### config.mk
export PLATFORM = sky130hd
export DESIGN_NAME = tama_core
export DESIGN_NICKNAME = d
export VERILOG_FILES = /design/src/source/tama_pkg.sv /design/src/source/tama_core.sv /design/src/source/tama_ram.sv /design/src/source/tama_regfile.sv /design/src/source/tama_sequencer.sv /design/src/source/tama_decoder.sv
export SDC_FILE = /design/constraint.sdc
export NUM_CORES = 2
export LEC_CHECK = 0
export CORE_UTILIZATION = 35
export DETAILED_ROUTE_END_ITERATION = 6
export DONT_BUFFER_PORTS = 1
export GPL_TIMING_DRIVEN = 0
export MAX_ROUTING_LAYER = met4
export PLACE_DENSITY = 0.55
export SYNTH_ARGS = -nofsm -noshare
export SYNTH_HDL_FRONTEND = slang
export SYNTH_SLANG_ARGS = --single-unit
### constraint.sdc
create_clock -name clk -period 3.94 [get_ports clk]
set_input_delay 0.197 -clock clk [delete_from_list [all_inputs] [get_ports clk]]
set_output_delay 0.197 -clock clk [all_outputs]
set_load 0.03 [all_outputs]
### src/source/tama_pkg.sv
package tama_pkg;

    // Operation kinds after decode
    typedef enum logic [2:0] {
        op_ld_ri   = 3'd0,
        op_ld_x    = 3'd1,
        op_ld_y    = 3'd2,
        op_push    = 3'd3,
        op_pop     = 3'd4,
        op_nop     = 3'd5,
        op_illegal = 3'd6
    } opcode_e;

    // Register selection, same code as the low nibble of PUSH/POP
    typedef enum logic [3:0] {
        sel_a  = 4'h0,
        sel_b  = 4'h1,
        sel_mx = 4'h2,
        sel_my = 4'h3,
        sel_xp = 4'h4,
        sel_xh = 4'h5,
        sel_xl = 4'h6,
        sel_yp = 4'h7,
        sel_yh = 4'h8,
        sel_yl = 4'h9,
        sel_f  = 4'hA
    } operand_e;

    typedef enum logic [2:0] {
        ph_fetch  = 3'd0,
        ph_decode = 3'd1,
        ph_read   = 3'd2,
        ph_write  = 3'd3,
        ph_retire = 3'd4
    } phase_e;

    typedef struct packed {
        logic i; // Interrupt enable
        logic d; // Decimal mode
        logic z;
        logic c;
    } flags_t;

    typedef struct packed {
        opcode_e    op;
        operand_e   opd;
        logic [7:0] imm;
    } decoded_t;

    typedef struct packed {
        logic [11:0] pc;
        logic [3:0]  a;
        logic [3:0]  b;
        logic [11:0] x;
        logic [11:0] y;
        logic [7:0]  sp;
        flags_t      f;
    } arch_state_t;

    localparam logic [11:0] RESET_PC = 12'h100;
    localparam logic [7:0]  RESET_SP = 8'h00;
    localparam logic [11:0] NOP5     = 12'hFFB;

endpackage
### src/source/tama_core.sv
module tama_core
    import tama_pkg::*;
#(
    parameter int RAM_ADDR_W = 8
) (
    input  logic        clk,
    input  logic        arst_n,
    input  logic [11:0] instr,
    output logic [11:0] pc,
    output arch_state_t state,
    output logic        retire,
    output logic        illegal
);

    phase_e                phase;
    decoded_t              dec;
    logic [11:0]           ir;
    logic [RAM_ADDR_W-1:0] ram_addr;
    logic [3:0]            ram_wdata;
    logic [3:0]            ram_rdata;
    logic                  ram_we;

    assign pc = state.pc; // Fetch address

    tama_sequencer u_sequencer (
        .clk     (clk),
        .arst_n  (arst_n),
        .instr   (instr),
        .dec     (dec),
        .ir      (ir),
        .phase   (phase),
        .ram_we  (ram_we),
        .retire  (retire),
        .illegal (illegal)
    );

    tama_decoder u_decoder (
        .ir  (ir),
        .dec (dec)
    );

    tama_regfile #(
        .RAM_ADDR_W (RAM_ADDR_W)
    ) u_regfile (
        .clk       (clk),
        .arst_n    (arst_n),
        .phase     (phase),
        .dec       (dec),
        .ram_rdata (ram_rdata),
        .ram_addr  (ram_addr),
        .ram_wdata (ram_wdata),
        .state     (state)
    );

    tama_ram #(
        .RAM_ADDR_W (RAM_ADDR_W)
    ) u_ram (
        .clk    (clk),
        .arst_n (arst_n),
        .addr   (ram_addr),
        .wdata  (ram_wdata),
        .we     (ram_we),
        .rdata  (ram_rdata)
    );

endmodule

### src/source/tama_ram.sv
module tama_ram #(
    parameter int RAM_ADDR_W = 8
) (
    input  logic                  clk,
    input  logic                  arst_n,
    input  logic [RAM_ADDR_W-1:0] addr,
    input  logic [3:0]            wdata,
    input  logic                  we,
    output logic [3:0]            rdata
);

    localparam int DEPTH = 1 << RAM_ADDR_W;

    logic [3:0] mem [DEPTH];

    assign rdata = mem[addr]; // Asynchronous read

    always_ff @(posedge clk or negedge arst_n) begin
        if (!arst_n) begin
            for (int i = 0; i < DEPTH; i++) begin
                mem[i] <= 4'h0;
            end
        end else if (we) begin
            mem[addr] <= wdata;
        end
    end

    assert property (@(posedge clk) disable iff (!arst_n)
        we |-> !$isunknown(addr));

endmodule

### src/source/tama_regfile.sv
module tama_regfile
    import tama_pkg::*;
#(
    parameter int RAM_ADDR_W = 8
) (
    input  logic                  clk,
    input  logic                  arst_n,
    input  phase_e                phase,
    input  decoded_t              dec,
    input  logic [3:0]            ram_rdata,
    output logic [RAM_ADDR_W-1:0] ram_addr,
    output logic [3:0]            ram_wdata,
    output arch_state_t           state
);

    logic [11:0] addr_full;
    logic [3:0]  mdr;
    logic [3:0]  opd_val;
    logic [3:0]  load_val;
    logic        reg_load;

    // SP for stack side, X or Y for the memory operand
    always_comb begin
        addr_full = (dec.opd == sel_my) ? state.y : state.x;
        if (((dec.op == op_push) && (phase == ph_write)) ||
            ((dec.op == op_pop) && (phase != ph_write))) begin
            addr_full = {4'h0, state.sp};
        end
    end

    assign ram_addr = addr_full[RAM_ADDR_W-1:0];

    always_comb begin
        case (dec.opd)
            sel_a:          opd_val = state.a;
            sel_b:          opd_val = state.b;
            sel_mx, sel_my: opd_val = mdr;
            sel_xp:         opd_val = state.x[11:8];
            sel_xh:         opd_val = state.x[7:4];
            sel_xl:         opd_val = state.x[3:0];
            sel_yp:         opd_val = state.y[11:8];
            sel_yh:         opd_val = state.y[7:4];
            sel_yl:         opd_val = state.y[3:0];
            sel_f:          opd_val = state.f;
            default:        opd_val = 4'h0;
        endcase
    end

    assign load_val  = (dec.op == op_pop) ? mdr : dec.imm[3:0];
    assign ram_wdata = (dec.op == op_push) ? opd_val : load_val;
    assign reg_load  = (dec.op == op_pop) || (dec.op == op_ld_ri);

    always_ff @(posedge clk) begin
        if (phase == ph_read) begin
            mdr <= ram_rdata;
        end
    end

    always_ff @(posedge clk or negedge arst_n) begin
        if (!arst_n) begin
            state    <= '0;
            state.pc <= RESET_PC;
            state.sp <= RESET_SP;
        end else begin
            if ((phase == ph_read) && (dec.op == op_push)) begin
                state.sp <= state.sp - 8'd1; // Pre-decrement
            end
            if (phase == ph_retire) begin
                state.pc <= state.pc + 12'd1;
                case (dec.op)
                    op_ld_x: state.x[7:0] <= dec.imm; // Page nibble kept
                    op_ld_y: state.y[7:0] <= dec.imm;
                    op_pop:  state.sp <= state.sp + 8'd1;
                    default: ;
                endcase
                if (reg_load) begin
                    case (dec.opd)
                        sel_a:   state.a <= load_val;
                        sel_b:   state.b <= load_val;
                        sel_xp:  state.x[11:8] <= load_val;
                        sel_xh:  state.x[7:4] <= load_val;
                        sel_xl:  state.x[3:0] <= load_val;
                        sel_yp:  state.y[11:8] <= load_val;
                        sel_yh:  state.y[7:4] <= load_val;
                        sel_yl:  state.y[3:0] <= load_val;
                        sel_f:   state.f <= flags_t'(load_val);
                        default: ; // MX/MY already stored in WRITE
                    endcase
                end
            end
        end
    end

    assert property (@(posedge clk) disable iff (!arst_n)
        $changed(state.sp) |->
            $past((phase == ph_read) && (dec.op == op_push)) ||
            $past((phase == ph_retire) && (dec.op == op_pop)));

endmodule

### src/source/tama_sequencer.sv
module tama_sequencer
    import tama_pkg::*;
(
    input  logic        clk,
    input  logic        arst_n,
    input  logic [11:0] instr,
    input  decoded_t    dec,
    output logic [11:0] ir,
    output phase_e      phase,
    output logic        ram_we,
    output logic        retire,
    output logic        illegal
);

    phase_e phase_nxt;
    logic   mem_target;
    logic   stores;

    assign mem_target = (dec.opd == sel_mx) || (dec.opd == sel_my);

    // Operations that write RAM in WRITE
    assign stores = (dec.op == op_push) ||
                    (((dec.op == op_ld_ri) || (dec.op == op_pop)) && mem_target);

    always_comb begin
        case (phase)
            ph_fetch:  phase_nxt = ph_decode;
            ph_decode: phase_nxt = ph_read;
            ph_read:   phase_nxt = ph_write;
            ph_write:  phase_nxt = ph_retire;
            default:   phase_nxt = ph_fetch;
        endcase
    end

    always_ff @(posedge clk or negedge arst_n) begin
        if (!arst_n) begin
            phase   <= ph_fetch;
            ir      <= NOP5;
            ram_we  <= 1'b0;
            retire  <= 1'b0;
            illegal <= 1'b0;
        end else begin
            phase <= phase_nxt;
            if (phase == ph_fetch) begin
                ir <= instr; // Sampled at end of FETCH
            end
            // Strobes registered one phase ahead
            ram_we  <= (phase == ph_read) && stores;
            retire  <= (phase == ph_write);
            illegal <= (phase == ph_write) && (dec.op == op_illegal);
        end
    end

    assert property (@(posedge clk) disable iff (!arst_n)
        ram_we |-> (phase == ph_write));

    assert property (@(posedge clk) disable iff (!arst_n)
        retire |-> (phase == ph_retire));

    // Strict five-phase rotation
    assert property (@(posedge clk) disable iff (!arst_n)
        $past(arst_n) |-> (phase == (($past(phase) == ph_retire) ? ph_fetch :
                                     phase_e'($past(phase) + 3'd1))));

endmodule

### src/source/tama_decoder.sv
module tama_decoder
    import tama_pkg::*;
(
    input  logic [11:0] ir,
    output decoded_t    dec
);

    logic is_ld_ri;
    logic is_ld_x;
    logic is_ld_y;
    logic is_push;
    logic is_pop;
    logic is_nop;
    logic stack_opd_ok;

    // Opcode ranges
    assign is_ld_ri     = (ir[11:6] == 6'b1110_00); // 0xE00..0xE3F
    assign is_ld_x      = (ir[11:8] == 4'hB);
    assign is_ld_y      = (ir[11:8] == 4'h8);
    assign stack_opd_ok = (ir[3:0] <= 4'hA);        // A..F only
    assign is_push      = (ir[11:4] == 8'hFC) && stack_opd_ok;
    assign is_pop       = (ir[11:4] == 8'hFD) && stack_opd_ok;
    assign is_nop       = (ir == NOP5);

    always_comb begin
        dec.op  = op_illegal;
        dec.opd = sel_a;
        dec.imm = ir[7:0];

        if (is_ld_ri) begin
            dec.op  = op_ld_ri;
            dec.opd = operand_e'({2'b00, ir[5:4]}); // r maps onto A, B, MX, MY
            dec.imm = {4'h0, ir[3:0]};
        end else if (is_ld_x) begin
            dec.op = op_ld_x;
        end else if (is_ld_y) begin
            dec.op = op_ld_y;
        end else if (is_push) begin
            dec.op  = op_push;
            dec.opd = operand_e'(ir[3:0]);
        end else if (is_pop) begin
            dec.op  = op_pop;
            dec.opd = operand_e'(ir[3:0]);
        end else if (is_nop) begin
            dec.op = op_nop;
        end
    end

endmodule

# After elaboration in Yosys (flattened, before gate mapping)
# Index checks and enable logic that the tools add are counted.
classes:
  addsub: 3
  magnitude_cmp: 3
  eq_ne: 26
  muxes: 35
  n_bitwise: 1
  n_reduce_logical: 22
op_table:
  columns: ["cell", "n"]
  rows:
  - ["bitwise mux 1024 bit", 1]
  - ["two-way mux 4 bit", 15]
  - ["two-way mux 8 bit", 7]
  - ["one-hot mux 4 bit (10 select lines)", 1]
  - ["binary-select mux 4 bit (select 8 bit)", 1]
  - ["demux 4 bit (select 8 bit)", 1]
  - ["equality test 4 bit, second input constant", 5]
  - ["two-way mux 20 bit", 1]
  - ["equality test 4 x 3 -> 1 bit, second input constant", 4]
  - ["equality test 8 bit, second input constant", 2]
  - ["AND reduction 3 bit", 5]
  - ["two-way mux 7 bit", 2]
  - ["adder 12 x 1 -> 12 bit, second input constant", 1]
  - ["equality test 12 bit, second input constant", 1]
  - ["equality test 3 x 2 -> 1 bit, second input constant", 4]
  - ["two-way mux 12 bit", 1]
  - ["one-hot mux 3 bit (4 select lines)", 1]
  - ["equality test 3 bit, second input constant", 3]
  - [">= comparator 9 bit, second input constant", 1]
  - ["logical AND 1 bit", 9]
  - ["less-than comparator 9 x 1 -> 1 bit, second input constant", 1]
  - ["inverter 8 -> 9 bit", 1]
  - ["adder 8 x 1 -> 8 bit, second input constant", 1]
  - ["equality test 4 x 2 -> 1 bit, second input constant", 2]
  - ["12 further kinds", 19]
totals:
  regBits: 1102
  input_bits: 14
  output_inout_bits: 70

# Longest topological paths before layout
depth:
  ltp_word: 17
  ltp_mapped: 18
  mapped_depth_nobuf: 11

# Hierarchy
# A second synthesis with hierarchy kept.
hier_totals:
  hier_cells: 3548
  area_unflattened_um2: 51204.1
modules_own_cells:
  columns: ["module", "instances", "cells_each", "area_each_um2"]
  rows:
  - ["tama_ram", 1, 3103, 46880.0]
  - ["tama_regfile", 1, 359, 3314.4]
  - ["tama_sequencer", 1, 42, 705.7]
  - ["tama_decoder", 1, 32, 214.0]
  - ["tama_core", 1, 12, 90.1]

# Worst setup path before layout
# No wires, ideal clock.
synth_path:
  path_kind: "register to register"
  startpoint: "register u_sequencer.ir[1]"
  endpoint: "register u_regfile.mdr[0], data pin"
  setup_time_ns: 0.270
  t_arrival_ns: 3.364
  required_time_ns: 3.670
  slack_ns: 0.306
  path_stages_with_launch: 16
  n_path_buf: 5
  synth_period_minus_slack_ns: 3.634
  path_cell_list: "dfstp_2 -> clkbuf_1 -> o2111ai_1 -> a221oi_2 -> buf_6 -> mux2i_4 -> a21boi_2 -> buf_2 -> buf_4 -> buf_2 -> a22oi_1 -> nand2_1 -> a2111oi_0 -> nand2_1 -> a31oi_1 -> o211ai_1"
synth_via:
  elab_chain_cells: 15
  word_cells_on_any_way: 25
synth_lines:
  columns: ["item", "line_no", "text"]
  rows:
  - ["start, declared", "tama_sequencer.sv:8", "output logic [11:0] ir,"]
  - ["start signal, assigned", "tama_sequencer.sv:45", "ir <= instr;"]
  - ["<= comparator 4 bit or equality test 12 bit (tied branches)", "tama_decoder.sv:20, tama_decoder.sv:23", null]
  - ["logical AND 1 bit or two-way mux 2 bit (tied branches)", "tama_decoder.sv:22, tama_decoder.sv:44", null]
  - ["two-way mux 2 bit", "tama_decoder.sv:41", "end else if (is_pop) begin"]
  - ["two-way mux 7 bit *", "tama_decoder.sv:38", "end else if (is_push) begin"]
  - ["two-way mux 3 bit", "tama_decoder.sv:36", "end else if (is_ld_y) begin"]
  - ["two-way mux 3 bit", "tama_decoder.sv:34", "end else if (is_ld_x) begin"]
  - ["two-way mux 7 bit *", "tama_decoder.sv:30", "if (is_ld_ri) begin"]
  - ["equality test 3 x 2 -> 1 bit or equality test 3 bit (tied branches)", "tama_regfile.sv:25, tama_regfile.sv:26", null]
  - ["logical AND 1 bit (on tied branches)", "tama_regfile.sv:25, tama_regfile.sv:26", null]
  - ["logical OR 1 bit", "tama_regfile.sv:25", "if (((dec.op == op_push) && (phase == ph_write)) ||"]
  - ["two-way mux 8 bit *", "tama_regfile.sv:25", null]
  - ["inverter 8 -> 9 bit (implied by the code) *", "tama_ram.sv:16", "assign rdata = mem[addr];"]
  - ["binary-select mux 4 bit (select 8 bit) *", "tama_ram.sv:16", null]
  - ["two-way mux 4 bit (implied by the code) * (2 in series)", "tama_ram.sv:16", null]
  - ["net ram_rdata[0]", "tama_core.sv:20", "logic [3:0] ram_rdata;"]
  - ["end signal, assigned", "tama_regfile.sv:55", "mdr <= ram_rdata;"]
  - ["end, declared", "tama_regfile.sv:17", "logic [3:0] mdr;"]
# The timed path passes the listed nets; every way through them passes the cells marked *. The select of a mux whose other input is x is not followed.
# A chain may end at the register's enable or synchronous reset.

# Worst setup path in the final report
layout_path:
  startpoint: "register u_sequencer.ir[10]"
  endpoint: "register u_regfile.mdr[3], data pin"
layout_via:
  elab_chain_cells: 15
  word_cells_on_any_way: 29
layout_lines:
  columns: ["item", "line_no"]
  rows:
  - ["equality test 12 bit or equality test 8 bit (tied branches)", "tama_decoder.sv:23, tama_decoder.sv:22"]
  - ["two-way mux 2 bit or logical AND 1 bit (tied branches)", "tama_decoder.sv:44, tama_decoder.sv:22"]
  - ["two-way mux 2 bit", "tama_decoder.sv:41"]
  - ["two-way mux 7 bit", "tama_decoder.sv:38"]
  - ["two-way mux 3 bit", "tama_decoder.sv:36"]
  - ["two-way mux 3 bit", "tama_decoder.sv:34"]
  - ["two-way mux 7 bit *", "tama_decoder.sv:30"]
  - ["equality test 3 x 2 -> 1 bit or equality test 3 bit (tied branches)", "tama_regfile.sv:25, tama_regfile.sv:26"]
  - ["logical AND 1 bit (on tied branches)", "tama_regfile.sv:25, tama_regfile.sv:26"]
  - ["logical OR 1 bit", "tama_regfile.sv:25"]
  - ["two-way mux 8 bit *", "tama_regfile.sv:25"]
  - ["inverter 8 -> 9 bit (implied by the code) *", "tama_ram.sv:16"]
  - ["binary-select mux 4 bit (select 8 bit) *", "tama_ram.sv:16"]
  - ["two-way mux 4 bit (implied by the code) * (2 in series)", "tama_ram.sv:16"]
  - ["net ram_rdata[3]", "tama_core.sv:20"]
# Marked as above.

==> results.toml <==
[run_status]
status = "finished with violations"
violations = "DRC, setup timing"

[timing]
post-route-period-util_pct = 121
clock_skew_ns = 0.0322
fmax_mhz = 210
final.setup.worst_slack_ns = -0.833
drv_slew = 0
rsz0062_at_grt = "yes"
worstMarginPinSlew_ns = 1.35
hold_viol = 0
slew_headroom_pct = 10.2
setup_viol = 463
fin_crit_ns = 4.77

[worst_setup_path]
crit_slowest_cell = "dfstp_2"
critPathArrivalTime_ns = 5.10
required_ns = 4.27
slowest_delay_ns = 0.57
critPathBufInv = 3
setup.worst_path.start_class = "register"
endpoint_kind = "register"
cp_max_fo = 10
crit_family = "compound AO/OA/AOI/OAI gates"
cp_common_cell = "buf_4"
crit_type = "reg2reg"
crit_chain = "and4b_2 > o2111ai_4 > a221oi_4 > buf_6 > mux2i_4 > a21boi_4 > buf_4 > buf_4 > a22o_1 > a221oi_1 > o22ai_1 > o41ai_2 > o211ai_1"
r2r_cells = 13
cp.depth = 13

[placement]
place_area_um2 = 51000
dp_cells = 6642
post-dp-hpwl_mm = 128
routabilityCongestion = 0.950
dp_slack_ns = -3.03
io_buffers = 0

[routing]
detail_route.wl_per_cell_um = 27.3
postRouteAntennaNets = 0
drc = 2
num_vias = 40300
first_pass_iters = 7
finalWirelength_mm = 189
viasPerCell = 5.81
drt_iter0_drc = 4865

[clocking]
cts-htree-levels = 3
cts_root_buffer = "clkbuf_16"
clock-sinks = 1101
ctsLongestPathBuffers = 3
cts_tree = "yes"
path_clk_slew_ns = 0.06
clk-insertion-delay-late_ns = 0.74
cts_made_buffers = 118

[logic_synthesis]
synth_top_area_share_pct = 55.9
synth_area_per_cell_um2 = 10.0
ys_seq_elements = 1101
synth_area_um2 = 48600
synth_top_area_cell = "dfrtp_1"
synth_top_cells_by_count = "1,085 x dfrtp_1, 1,069 x nand2_1, 799 x o21ai_0"
synth_area_leaders = "dfrtp_1 56%, nand2_1 8.3%, o21ai_0 8.2%"
ys.warnings.count = 0
synth-async-reset-ratio_pct = 99.6
synth.most_common_cell = "dfrtp_1"
synth_edf_count = 4
synth_ff_type = "dfrtp_1"
ys_types = 63
seq_area_frac_synth_pct = 56.8
syn_nets = 4859
syn-instance-count = 4842

[floorplanning]
start_util_pct = 35.3
num_rows = 136
num_io_pins = 84
die_w_um = 375
die_y_um = 375
core_area_um2 = 138000
dieArea_um2 = 140000

[cells_and_area]
fin_util_pct = 42.7
layoutNonFillerInstCount = 6936
fillers = 13200
final_net_count = 5054
fin_area_um2 = 58800
drive_gt1_share_pct = 22.1
layout-area-overhead-vs-synth_pct = 21.0

[global_route]
grt_usage_pct = 27.4
antenna_found_initial = 7
grt_pass1_vias = 39000
overflow = 0
grt_pass1_wl_mm = 276
grt_max_degree = 226

[min_path]
min_path_type = "in2reg"
hold_depth = 3

[power]
power_density_nw_per_um2 = 452
finalPower_uw = 26600
peakVddDrop_mv = 0.423
power.leakage_uw = 0.0247

[flow_run]
drv_cap = 0
==> metrics by stage <==
stage	setup TNS, ns	hold WS [ns]
2_1_floorplan	0	-0.0986
3_3_place_gp	-1690.44	0.184
3_5_place_dp	-1688.46	0.313
4_1_cts	-41.75	0.104
5_1_grt	-157.37	0.129
6_report	-30.76	0.141
==> worst reg2reg max path: cells and delay by family (launching register included) <==
kind	cells	cell delay [ns]
AOI/OAI and AO/OA	8	2.48
muxes	1	0.30
buffers and inverters	3	0.70
and+or+nand+nor	1	0.30
DFF	1	0.57
==> final cells by class <==
cell class / instances / area [um^2] / area share [%]
repair buffers: 81 / 882 / 1.50
multi-input cells: 3379 / 21300 / 36.2
inverters: 34 / 128 / 0.217
diodes: 4 / 10.0 / 0.0170
plain buffers: 322 / 2620 / 4.46
clock buffers: 178 / 3460 / 5.89
flip-flops and latches: 1101 / 27600 / 46.9
clock inverters: 43 / 574 / 0.977
well taps: 1794 / 2240 / 3.82
==> cells by family after synthesis <==
| family | Yosys count | synth area share [%] |
|---|---|---|
| muxes | 292 | 6.76 |
| AOI/OAI and AO/OA | 1697 | 21.3 |
| buffers and inverters | 362 | 3.25 |
| and+or+nand+nor | 1367 | 11.4 |
| DFF | 1101 | 56.8 |
| xor gates and xnor gates | 20 | 0.361 |
| adders and majority gates | 3 | 0.0773 |
==> layout by cell type (no fill, tap or decap), types with 54 or more instances in the layout <==
| master | netlist | layout |
|---|---|---|
| dfrtp_1 | 1085 | 1083 |
| nand2_1 | 1069 | 1008 |
| o21ai_0 | 799 | 789 |
| a22oi_1 | 372 | 345 |
| mux2_2 | 277 | 276 |
| a21oi_1 | 232 | 187 |
| clkbuf_16 | 0 | 124 |
| buf_4 | 18 | 99 |
| clkbuf_2 | 0 | 98 |
| nor2_1 | 130 | 88 |
| clkbuf_1 | 207 | 79 |
| a22o_1 | 60 | 59 |
| o211ai_1 | 56 | 56 |
| nand2_2 | 0 | 54 |
==> worst paths after layout <==
check,endpoint,slack [ns],from
max in group asynchronous,u_regfile.state[48],1.04,arst_n
min,u_sequencer.ir[11],0.14,instr[11]
min reg2reg,u_ram.mem[704],0.48,u_ram.mem[704]
min in group asynchronous,u_ram.mem[66],0.16,arst_n
max,u_regfile.mdr[3],-0.83,u_sequencer.ir[10]
max reg2reg,u_regfile.mdr[3],-0.83,u_sequencer.ir[10]
==> flip-flops by register name (all words and copies together) (netlist names) <==
name                 count
u_ram.mem             1024
u_sequencer.ram_we       1
u_sequencer.illegal      1
u_sequencer.ir          12
u_sequencer.phase        3
u_regfile.state         56
u_regfile.mdr            4
==> power by group <==
group	switching [uW]	total [uW]	internal (uW)
registers	161	11500	11400
logic	2550	3370	817
clock network	4880	11700	6780
==> repair_timing <==
item | CTS | global route
gates cloned | 2 | 1
resized for setup | 762 | 137
setup buffers | 57 | 2
hold buffers | 13 | 0
hold endpoints to repair | 185 | 0
endpoints found under the setup margin | 1028 | 1028
pin swaps | 79 | 5
==> routing by layer <==
metal | vias to the layer above | track usage [%] | part of all wire, %
li1 | 17800 | - | -
met4 | 0 | 10.5 | 4.3
met5 | - | - | 0
met3 | 425 | 5.71 | 9.2
met2 | 1882 | 40.6 | 44
met1 | 20200 | 36.7 | 42
Note: power is estimated with default switching activity, not from simulation.
